<file path="config.mk">
export PLATFORM = sky130hd
export DESIGN_NAME = trap_top
export DESIGN_NICKNAME = d
export VERILOG_FILES = /design/src/verilog/trap_pkg.sv /design/src/verilog/mcsr_file.sv /design/src/verilog/trap_ctrl.sv /design/src/verilog/trap_top.sv
export VERILOG_INCLUDE_DIRS = /design/src /design/src/verilog
export SDC_FILE = /design/constraint.sdc
export NUM_CORES = 1
export LEC_CHECK = 0
export BUFFER_PORTS_ARGS = -buffer_cell sky130_fd_sc_hd__buf_2
export CORE_AREA = 2 2 175 109
export CTS_CLUSTER_SIZE = 25
export DETAILED_ROUTE_END_ITERATION = 16
export DIE_AREA = 0 0 177 111
export MAX_ROUTING_LAYER = met4
export PLACE_DENSITY = 0.91
export SLEW_MARGIN = 10
export SYNTH_ARGS = -nofsm -noshare
export SYNTH_HDL_FRONTEND = slang
export SYNTH_SLANG_ARGS = --single-unit
</file>
<file path="constraint.sdc">
create_clock -name clk -period 12.62 [get_ports clk]
set_clock_uncertainty 0.05 [all_clocks]
set_input_delay 0.631 -clock clk [delete_from_list [all_inputs] [get_ports clk]]
set_output_delay 0.631 -clock clk [all_outputs]
set_load 0.1 [all_outputs]
</file>
<file path="src/verilog/trap_settings.svh">
// trap sequencer settings with widths, machine csr addresses, cause codes and mstatus bits
`ifndef TRAP_SETTINGS_SVH
`define TRAP_SETTINGS_SVH

// register and address width, single hart rv32
`define TRAP_XLEN 32

// machine-mode csr addresses
`define CSR_MSTATUS 12'h300  // global interrupt enables
`define CSR_MTVEC   12'h305  // trap vector base, direct mode only
`define CSR_MEPC    12'h341  // return address of the trapping instruction
`define CSR_MCAUSE  12'h342  // exception code of the last trap

// synchronous exception codes written to mcause
// interrupt bit stays zero, no async sources here
`define CAUSE_ECALL_M    11  // environment call from m-mode
`define CAUSE_BREAKPOINT 3   // ebreak

// mstatus bit positions
`define MSTATUS_MIE  3  // machine interrupt enable
`define MSTATUS_MPIE 7  // previous mie, saved on trap entry

// mtvec and mepc keep word alignment
`define CSR_ALIGN_BITS 2

`endif

</file>
<file path="src/verilog/trap_pkg.sv">
// trap sequencer package with the word types, core event and csr bus structs, fsm states
`include "trap_settings.svh"

package trap_pkg;

    // one register-width word, addresses and csr data
    typedef logic [`TRAP_XLEN-1:0] xlen_t;

    // csr address as encoded in the instruction
    typedef logic [11:0] csr_addr_t;

    // system-op event from the core, one-cycle strobe
    typedef struct packed {
        logic  valid;      // event qualifier
        logic  ecall;
        logic  ebreak;
        logic  mret;
        xlen_t pc;         // address of the system instruction
        logic  jump;       // a jump is in flight in ex
        xlen_t jump_addr;  // its target
        logic  atom_busy;  // atomic op still running, trap must wait
    } sys_op_t;

    // csr write request
    typedef struct packed {
        logic      we;
        csr_addr_t addr;
        xlen_t     data;
    } csr_wr_t;

    // fetch redirect, valid is a single-cycle strobe
    typedef struct packed {
        logic  valid;
        xlen_t addr;
    } redirect_t;

    // trap sequencer states
    typedef enum logic [2:0] {
        st_idle,
        st_wr_mepc,
        st_wr_mstatus,
        st_wr_mcause,
        st_mret_mstatus
    } trap_state_e;

endpackage

</file>
<file path="src/verilog/mcsr_file.sv">
// machine csr file with mtvec, mepc, mcause, mstatus, two write ports and a read port
`include "trap_settings.svh"

module mcsr_file
    import trap_pkg::*;
(
    input  logic      clk,
    input  logic      rst_n,

    input  csr_wr_t   trap_wr_i,  // from the trap sequencer, priority
    input  csr_wr_t   sw_wr_i,    // from csr instructions / testbench

    input  csr_addr_t raddr_i,
    output xlen_t     rdata_o,    // combinational read

    output xlen_t     mstatus_o,  // direct taps for the sequencer
    output xlen_t     mepc_o,
    output xlen_t     mtvec_o
);

    xlen_t   mstatus_q;
    xlen_t   mepc_q;
    xlen_t   mcause_q;
    xlen_t   mtvec_q;

    csr_wr_t wr;          // selected write
    xlen_t   wr_aligned;  // data with low bits cleared

    // trap write wins, a colliding software write is lost
    assign wr = trap_wr_i.we ? trap_wr_i : sw_wr_i;

    // direct mode vector and return address are word aligned
    assign wr_aligned = {wr.data[`TRAP_XLEN-1:`CSR_ALIGN_BITS], {`CSR_ALIGN_BITS{1'b0}}};

    always_ff @(posedge clk or negedge rst_n) begin
        if (!rst_n) begin
            mstatus_q <= '0;
            mepc_q    <= '0;
            mcause_q  <= '0;
            mtvec_q   <= '0;
        end else if (wr.we) begin
            case (wr.addr)
                `CSR_MSTATUS: mstatus_q <= wr.data;
                `CSR_MEPC:    mepc_q    <= wr_aligned;
                `CSR_MCAUSE:  mcause_q  <= wr.data;
                `CSR_MTVEC:   mtvec_q   <= wr_aligned;
                default: ;  // unmapped, ignored
            endcase
        end
    end

    // read mux
    always_comb begin
        case (raddr_i)
            `CSR_MSTATUS: rdata_o = mstatus_q;
            `CSR_MEPC:    rdata_o = mepc_q;
            `CSR_MCAUSE:  rdata_o = mcause_q;
            `CSR_MTVEC:   rdata_o = mtvec_q;
            default:      rdata_o = '0;  // unmapped reads zero
        endcase
    end

    assign mstatus_o = mstatus_q;
    assign mepc_o    = mepc_q;
    assign mtvec_o   = mtvec_q;

    // sequencer only ever touches the three trap csrs
    a_trap_wr_addr: assert property (@(posedge clk) disable iff (!rst_n)
        trap_wr_i.we |-> (trap_wr_i.addr inside {`CSR_MEPC, `CSR_MSTATUS, `CSR_MCAUSE}));

endmodule

</file>
<file path="src/verilog/trap_ctrl.sv">
// trap sequencer, takes ecall/ebreak/mret events, stalls the core and writes the machine csrs
`include "trap_settings.svh"

module trap_ctrl
    import trap_pkg::*;
(
    input  logic      clk,
    input  logic      rst_n,

    input  sys_op_t   sys_op_i,    // event from the core

    input  xlen_t     mstatus_i,   // current csr values
    input  xlen_t     mepc_i,
    input  xlen_t     mtvec_i,

    output csr_wr_t   csr_wr_o,    // to csr file, wins over software writes
    output redirect_t redirect_o,  // fetch redirect strobe
    output logic      stall_o      // hold the pipeline
);

    trap_state_e state_q;
    trap_state_e state_d;

    logic      seq_idle;      // no state and no write in flight
    logic      accept_trap;
    logic      accept_mret;

    xlen_t     epc_q;         // captured return address
    xlen_t     cause_q;       // captured exception code

    xlen_t     mstatus_trap;  // mstatus after trap entry
    xlen_t     mstatus_mret;  // mstatus after mret

    logic      wr_we_q;
    logic      wr_last_q;     // write in flight ends the sequence
    csr_addr_t wr_addr_q;
    xlen_t     wr_data_q;

    logic      redir_valid_q;
    xlen_t     redir_addr_q;

    // the write register trails the state by one cycle, so the last
    // write keeps the stall up until the redirect cycle
    assign seq_idle = (state_q == st_idle) && !wr_we_q;
    assign stall_o  = (state_q != st_idle) || wr_we_q;

    // ecall/ebreak wait out atomics; mret goes regardless
    assign accept_trap = seq_idle && sys_op_i.valid && (sys_op_i.ecall || sys_op_i.ebreak)
                         && !sys_op_i.atom_busy;
    assign accept_mret = seq_idle && sys_op_i.valid && sys_op_i.mret;

    // next state
    always_comb begin
        state_d = state_q;
        case (state_q)
            st_idle: begin
                if (accept_trap) begin
                    state_d = st_wr_mepc;  // traps take priority
                end else if (accept_mret) begin
                    state_d = st_mret_mstatus;
                end
            end
            st_wr_mepc:      state_d = st_wr_mstatus;
            st_wr_mstatus:   state_d = st_wr_mcause;
            st_wr_mcause:    state_d = st_idle;
            st_mret_mstatus: state_d = st_idle;
            default:         state_d = st_idle;
        endcase
    end

    always_ff @(posedge clk or negedge rst_n) begin
        if (!rst_n) begin
            state_q <= st_idle;
        end else begin
            state_q <= state_d;
        end
    end

    // event payload, held for the write sequence
    always_ff @(posedge clk) begin
        if (accept_trap) begin
            // ecall wins if both flags are set
            cause_q <= sys_op_i.ecall ? xlen_t'(`CAUSE_ECALL_M) : xlen_t'(`CAUSE_BREAKPOINT);
            if (sys_op_i.jump) begin
                epc_q <= sys_op_i.jump_addr - xlen_t'(4);  // undo the jump offset
            end else begin
                epc_q <= sys_op_i.pc;
            end
        end
    end

    // mstatus rewrite for both directions
    always_comb begin
        mstatus_trap                = mstatus_i;
        mstatus_trap[`MSTATUS_MPIE] = mstatus_i[`MSTATUS_MIE];  // save mie
        mstatus_trap[`MSTATUS_MIE]  = 1'b0;                     // interrupts off in handler

        mstatus_mret                = mstatus_i;
        mstatus_mret[`MSTATUS_MIE]  = mstatus_i[`MSTATUS_MPIE];  // restore
        mstatus_mret[`MSTATUS_MPIE] = 1'b1;
    end

    // write strobe, one per non-idle state
    always_ff @(posedge clk or negedge rst_n) begin
        if (!rst_n) begin
            wr_we_q   <= 1'b0;
            wr_last_q <= 1'b0;
        end else begin
            wr_we_q   <= (state_q != st_idle);
            wr_last_q <= (state_q == st_wr_mcause) || (state_q == st_mret_mstatus);
        end
    end

    // write address and data
    always_ff @(posedge clk) begin
        case (state_q)
            st_wr_mepc: begin
                wr_addr_q <= `CSR_MEPC;
                wr_data_q <= epc_q;
            end
            st_wr_mstatus: begin
                wr_addr_q <= `CSR_MSTATUS;
                wr_data_q <= mstatus_trap;  // mepc already written, mstatus still old
            end
            st_wr_mcause: begin
                wr_addr_q <= `CSR_MCAUSE;
                wr_data_q <= cause_q;
            end
            st_mret_mstatus: begin
                wr_addr_q <= `CSR_MSTATUS;
                wr_data_q <= mstatus_mret;
            end
            default: ;  // hold, we is low
        endcase
    end

    assign csr_wr_o.we   = wr_we_q;
    assign csr_wr_o.addr = wr_addr_q;
    assign csr_wr_o.data = wr_data_q;

    // redirect follows the last write by one cycle
    always_ff @(posedge clk or negedge rst_n) begin
        if (!rst_n) begin
            redir_valid_q <= 1'b0;
        end else begin
            redir_valid_q <= wr_we_q && wr_last_q;
        end
    end

    always_ff @(posedge clk) begin
        if (wr_we_q && wr_last_q) begin
            // mcause ends a trap, mstatus ends an mret
            redir_addr_q <= (wr_addr_q == `CSR_MCAUSE) ? mtvec_i : mepc_i;
        end
    end

    assign redirect_o.valid = redir_valid_q;
    assign redirect_o.addr  = redir_addr_q;

    // one event kind at a time
    a_one_op: assert property (@(posedge clk) disable iff (!rst_n)
        sys_op_i.valid |-> $onehot0({sys_op_i.ecall, sys_op_i.ebreak, sys_op_i.mret}));

    // core must hold events back while stalled
    a_no_op_in_stall: assert property (@(posedge clk) disable iff (!rst_n)
        stall_o |-> !sys_op_i.valid);

    // redirect is a strobe
    a_redir_strobe: assert property (@(posedge clk) disable iff (!rst_n)
        redirect_o.valid |=> !redirect_o.valid);

endmodule

</file>
<file path="src/verilog/trap_top.sv">
// trap unit top, joins the trap sequencer and the machine csr file
module trap_top
    import trap_pkg::*;
(
    input  logic      clk,
    input  logic      rst_n,

    input  sys_op_t   sys_op_i,     // core events
    input  csr_wr_t   sw_wr_i,      // software csr write

    input  csr_addr_t csr_raddr_i,
    output xlen_t     csr_rdata_o,

    output redirect_t redirect_o,   // to fetch
    output logic      stall_o       // to pipeline control
);

    csr_wr_t trap_wr;  // sequencer write into the csr file
    xlen_t   mstatus;
    xlen_t   mepc;
    xlen_t   mtvec;

    trap_ctrl trap_ctrl_i (
        .clk        (clk),
        .rst_n      (rst_n),
        .sys_op_i   (sys_op_i),
        .mstatus_i  (mstatus),
        .mepc_i     (mepc),
        .mtvec_i    (mtvec),
        .csr_wr_o   (trap_wr),
        .redirect_o (redirect_o),
        .stall_o    (stall_o)
    );

    mcsr_file mcsr_file_i (
        .clk       (clk),
        .rst_n     (rst_n),
        .trap_wr_i (trap_wr),
        .sw_wr_i   (sw_wr_i),
        .raddr_i   (csr_raddr_i),
        .rdata_o   (csr_rdata_o),
        .mstatus_o (mstatus),
        .mepc_o    (mepc),
        .mtvec_o   (mtvec)
    );

    // a software write during a trap sequence would be lost or race the sequencer
    a_no_sw_wr_in_stall: assert property (@(posedge clk) disable iff (!rst_n)
        sw_wr_i.we |-> !stall_o);

endmodule
</file>
Yosys cells after proc, flatten, opt, wreduce, memory -nomap -nowiden
Cells that the tools add are included.

Mux-type cells: 10. Equality and inequality tests: 14. Add/sub/neg operators: 1. Reduce and logical (&&, ||, !) cells: 20.

Operator list (number): 32-bit one-hot mux with 4 select lines (2); 12-bit by 10-bit == test with 1-bit output, second input constant (9); 32-bit two-way mux (2); 45-bit two-way mux (1); 12-bit one-hot mux with 3 select lines (1); 32-bit by 3-bit subtractor with 32-bit output, second input constant (1); 3-bit one-hot mux with 3 select lines (1); 2-bit AND reduction (4); 3-bit by 2-bit == test with 1-bit output, second input constant (2); 1-bit logical AND (6); 3-bit two-way mux (2); 3-bit nonzero test (2); 4-bit two-way mux (1); 4-bit nonzero test (1); 3-bit by 1-bit == test with 1-bit output, second input constant (1); 3-bit == test, second input constant (1); 3-bit zero test (1); 1-bit logical OR (3); 3-bit by 1-bit inequality test with 1-bit output, second input constant (1); 1-bit zero test (2); 2-bit OR reduction (1).

Word-level logic and storage cells: 58. Input bits: 129. Register bits after elaboration: 270. Output and inout port bits: 66.

Longest topological paths before layout
Depth after elaboration: 7. Mapped depth: 8.

Modules after synthesis
A second synthesis with hierarchy kept.

Cell total of the unflattened synthesis: 931. Area total of the unflattened synthesis: 11504.8 µm².

Modules (own cells, without submodules): mcsr_file (area an instance 6328.6 µm², cells each 484, times used 1, seq. area each 3103.0 µm²); trap_ctrl (area an instance 5176.2 µm², cells each 447, times used 1, seq. area each 3153.0 µm²).

Worst setup path before layout
OpenSTA, ideal clock, no wires.

Kind: input to output. Start: in csr_raddr_i[3]. End: out csr_rdata_o[0]. Path buffers: 0. Path slack: 7.958 ns. Data arrival time: 3.981 ns. Cell stages on the path: 3. Cell sequence: nor4_1 nand4_1 nor4_1.

Longest elaborated chain between the ends: 2.

RTL lines: start: declaration (RTL line trap_top.sv:11) `input csr_addr_t csr_raddr_i,`; 12-bit by 10-bit == test with 1-bit output (RTL line mcsr_file.sv:54) `case (raddr_i)`; 32-bit one-hot mux with 4 select lines * (RTL line mcsr_file.sv:54); end: declaration (RTL line trap_top.sv:12) `output xlen_t csr_rdata_o,`.

Every way passes the cells marked *; elsewhere a longest branch is shown, timed or not.

Final worst setup path
Start: in csr_raddr_i[2]. End: out csr_rdata_o[29].

Same word-level chain as after synthesis.

==> results.py <==
metrics = {
    "outcome": {
        "status": "finished clean",
    },
    "timing": {
        "rsz0062_at_grt": "false",
        "worstMarginPinSlew_ns": 1.074,
        "whs_ns": 0.07119,
        "setup_viol": 0,
        "slew_violations": 0,
        "period_share": 0.2705,
        "setup_slack_ns": 9.206,
        "hold_viol": 0,
        "relSlewSlack": 0.2837,
        "finalCriticalPeriod_ns": 3.414,
        "fin_setup_tns_ns": 0,
        "max_freq_mhz": 292.9,
    },
    "critical_path": {
        "critPathRequiredTime_ns": 11.94,
        "end_kind": "output pin",
        "cp_max_fo": 34,
        "critPathKind": "in2out",
        "crit_path_start_kind": "input port",
        "arrival_ns": 2.73,
    },
    "clock_network": {
        "cts_buffer_depth": 3,
        "cts_made_buffers": 21,
        "cts_tree": "done",
        "cts-root-buf": "clkbuf_16",
        "htree_num_levels": 1,
        "clkTransAtPathRegs_ns": 0.07,
        "hold_buffers": 0,
        "cts_setup_buffers": 0,
        "clock-sinks": 228,
        "clk_latency_ns": 0.49,
        "cts_resized": 0,
    },
    "pwr": {
        "ir_drop_mv": 0.1165,
        "power_frac_seq": 0.445,
        "sw_frac_of_total": 0.3974,
        "power_density_nw_per_um2": 243.6,
        "clockPowerShare": 0.219,
        "total_power_mw": 3.037,
        "power.switching_mw": 1.207,
        "comb_power_share": 0.336,
        "internal_power_mw": 1.830,
        "p_leak_nw": 5.120,
    },
    "route": {
        "drc": 0,
        "drtIter0Drc": 1018,
        "wl_per_cell_um": 20.14,
        "num_vias": 8287,
        "antenna_left": 0,
        "drt_first_pass_iters": 6,
        "viasPerCell": 6.009,
        "drt_wl_total_mm": 27.77,
    },
    "final_layout": {
        "diodes": 0,
        "fin_util": 0.6812,
        "area_growth_pct": 17.30,
        "layout.nets": 1249,
        "stdcell_count": 1379,
        "final_cell_mix": "nor2_1, buf_2, dfrtp_1, a21oi_1, edfxtp_1",
        "layout_commonest_cell": "nor2_1",
        "layout-drive-gt1-share": 0.2586,
        "design_area_um2": 12460,
    },
    "placed_design": {
        "place_congestion": 0.9082,
        "dp_hpwl_mm": 19.85,
        "dp.cells": 1342,
        "dp_slack_ns": 9.163,
        "port_buffers": 192,
        "placed_area_um2": 11720,
    },
    "global_route": {
        "grt_max_degree": 87,
        "grt.overflow.total": 0,
        "grtUsageTotal": 0.2941,
        "grt_pass1_vias": 7599,
        "grt_pass1_wl_mm": 42.97,
        "grt_antenna_before_repair": 0,
    },
    "die": {
        "initial_utilization": 0.5807,
        "die_y_um": 111,
        "fp.dieArea_um2": 19650,
        "rows": 39,
        "ios": 195,
        "die_width_um": 177,
        "coreArea_um2": 18300,
    },
    "hold_path": {
        "hp-class": "in2async",
    },
    "logic_synthesis": {
        "yosysWarnings": 0,
        "avgSynthCellArea_um2": 11.06,
        "syn_area_um2": 10630,
        "yosysSeqAreaShare": 0.5831,
        "synth_flop_cell": "dfrtp_1",
        "synth_cell_type_count": 50,
        "synth_edf_count": 98,
        "postSynth.asyncResetShare": 0.5702,
        "netlist_instances": 961,
        "ys_seq_elements": 228,
    },
    "run": {
        "cap_violations": 0,
    },
}
power by group through the flow:
stage	Sequential [mW]	Combinational [mW]	Clock (mW)
detailed placement	1.35	1.01	0
global route	1.37	1.11	0.708
CTS	1.34	1.02	0.671
floorplan	1.39	0.664	0
finish	1.35	1.02	0.664
global placement	1.34	0.973	0
flip-flops by register name, indices dropped and copies added (netlist names), 3 cells and up:
| name | flops |
|---|---|
| trap_ctrl_i.epc_q | 32 |
| trap_ctrl_i.redir_addr_q | 30 |
| mcsr_file_i.mtvec_o | 30 |
| mcsr_file_i.mcause_q | 32 |
| trap_ctrl_i.state_q | 3 |
| trap_ctrl_i.wr_data_q | 32 |
| trap_ctrl_i.wr_addr_q | 3 |
| mcsr_file_i.mepc_o | 30 |
| mcsr_file_i.mstatus_o | 32 |
cell type report:
type / instances / area [um2]
clock buffer: 28 / 635.6
clock inverter: 9 / 101.3
fill: 1382 / 5834
inverter: 9 / 33.78
multi-input combinational: 654 / 4128
sequential: 228 / 6197
tap: 246 / 307.8
timing repair buffer: 205 / 1061
layer usage:
| metal | global-route usage | part of all wire | routed length (um) |
|---|---|---|---|
| met2 | 0.3738 | 0.40 | 11040 |
| met4 | 0.04904 | 0.015 | 403 |
| met1 | 0.4589 | 0.45 | 12570 |
| met3 | 0.1005 | 0.14 | 3757 |
| met5 | - | 0 | 0 |
synth_stat cells, types with 4 or more instances:
library cell	count	area, um2
a21oi_1	119	595.6
a21oi_2	30	262.8
a221oi_1	30	262.8
a22o_1	28	245.2
a22oi_1	33	247.7
buf_1	4	15.01
buf_2	7	35.03
buf_6	6	67.56
clkbuf_1	51	191.4
dfrtp_1	130	3253
edfxtp_1	98	2943
inv_1	5	18.77
inv_2	4	15.01
mux2_1	34	382.9
mux2_2	5	56.30
mux2i_1	31	310.3
nand2_1	10	37.54
nand2b_1	7	43.79
nand3b_1	4	30.03
nor2_1	222	833.3
nor3_1	12	60.06
nor4_1	18	112.6
or3_1	4	25.02
xnor2_1	22	192.7
xor2_1	5	43.79
worst max-delay path, stage by stage:
cell and delay (ns):
buf_2 0.54, nor4bb_4 0.40, buf_4 0.38, a221oi_1 0.21, nor2_1 0.12, buf_2 0.43
cell families after synthesis:
logic type / count (synthesis) / synth area share
simple gates: 302 / 0.1254
compound gates: 252 / 0.1628
flops: 228 / 0.5831
buf+inv: 80 / 0.03438
mux: 70 / 0.07053
xor+xnor: 27 / 0.02225
fa+ha+maj: 1 / 0.001177
other cells: 1 / 0.0003529
worst paths after layout:
| check | from | to | slack (ns) | depth (start not counted) |
|---|---|---|---|---|
| hold reg to reg | mcsr_file_i.mcause_q[1] | mcsr_file_i.mcause_q[1] | 0.46 | 1 |
| hold / removal | rst_n | mcsr_file_i.mtvec_o[3] | 0.07 | 1 |
| min in group clk | sys_op_i[68] | trap_ctrl_i.cause_q[3] | 0.29 | 1 |
| setup / recovery | csr_raddr_i[2] | csr_rdata_o[29] | 9.21 | 6 |
| setup reg to reg | trap_ctrl_i.wr_we_q | mcsr_file_i.mstatus_o[13] | 9.77 | 6 |
| max in group asynchronous | rst_n | trap_ctrl_i.wr_we_q | 10.88 | 2 |
Note: power is estimated with default switching activity, not from simulation.
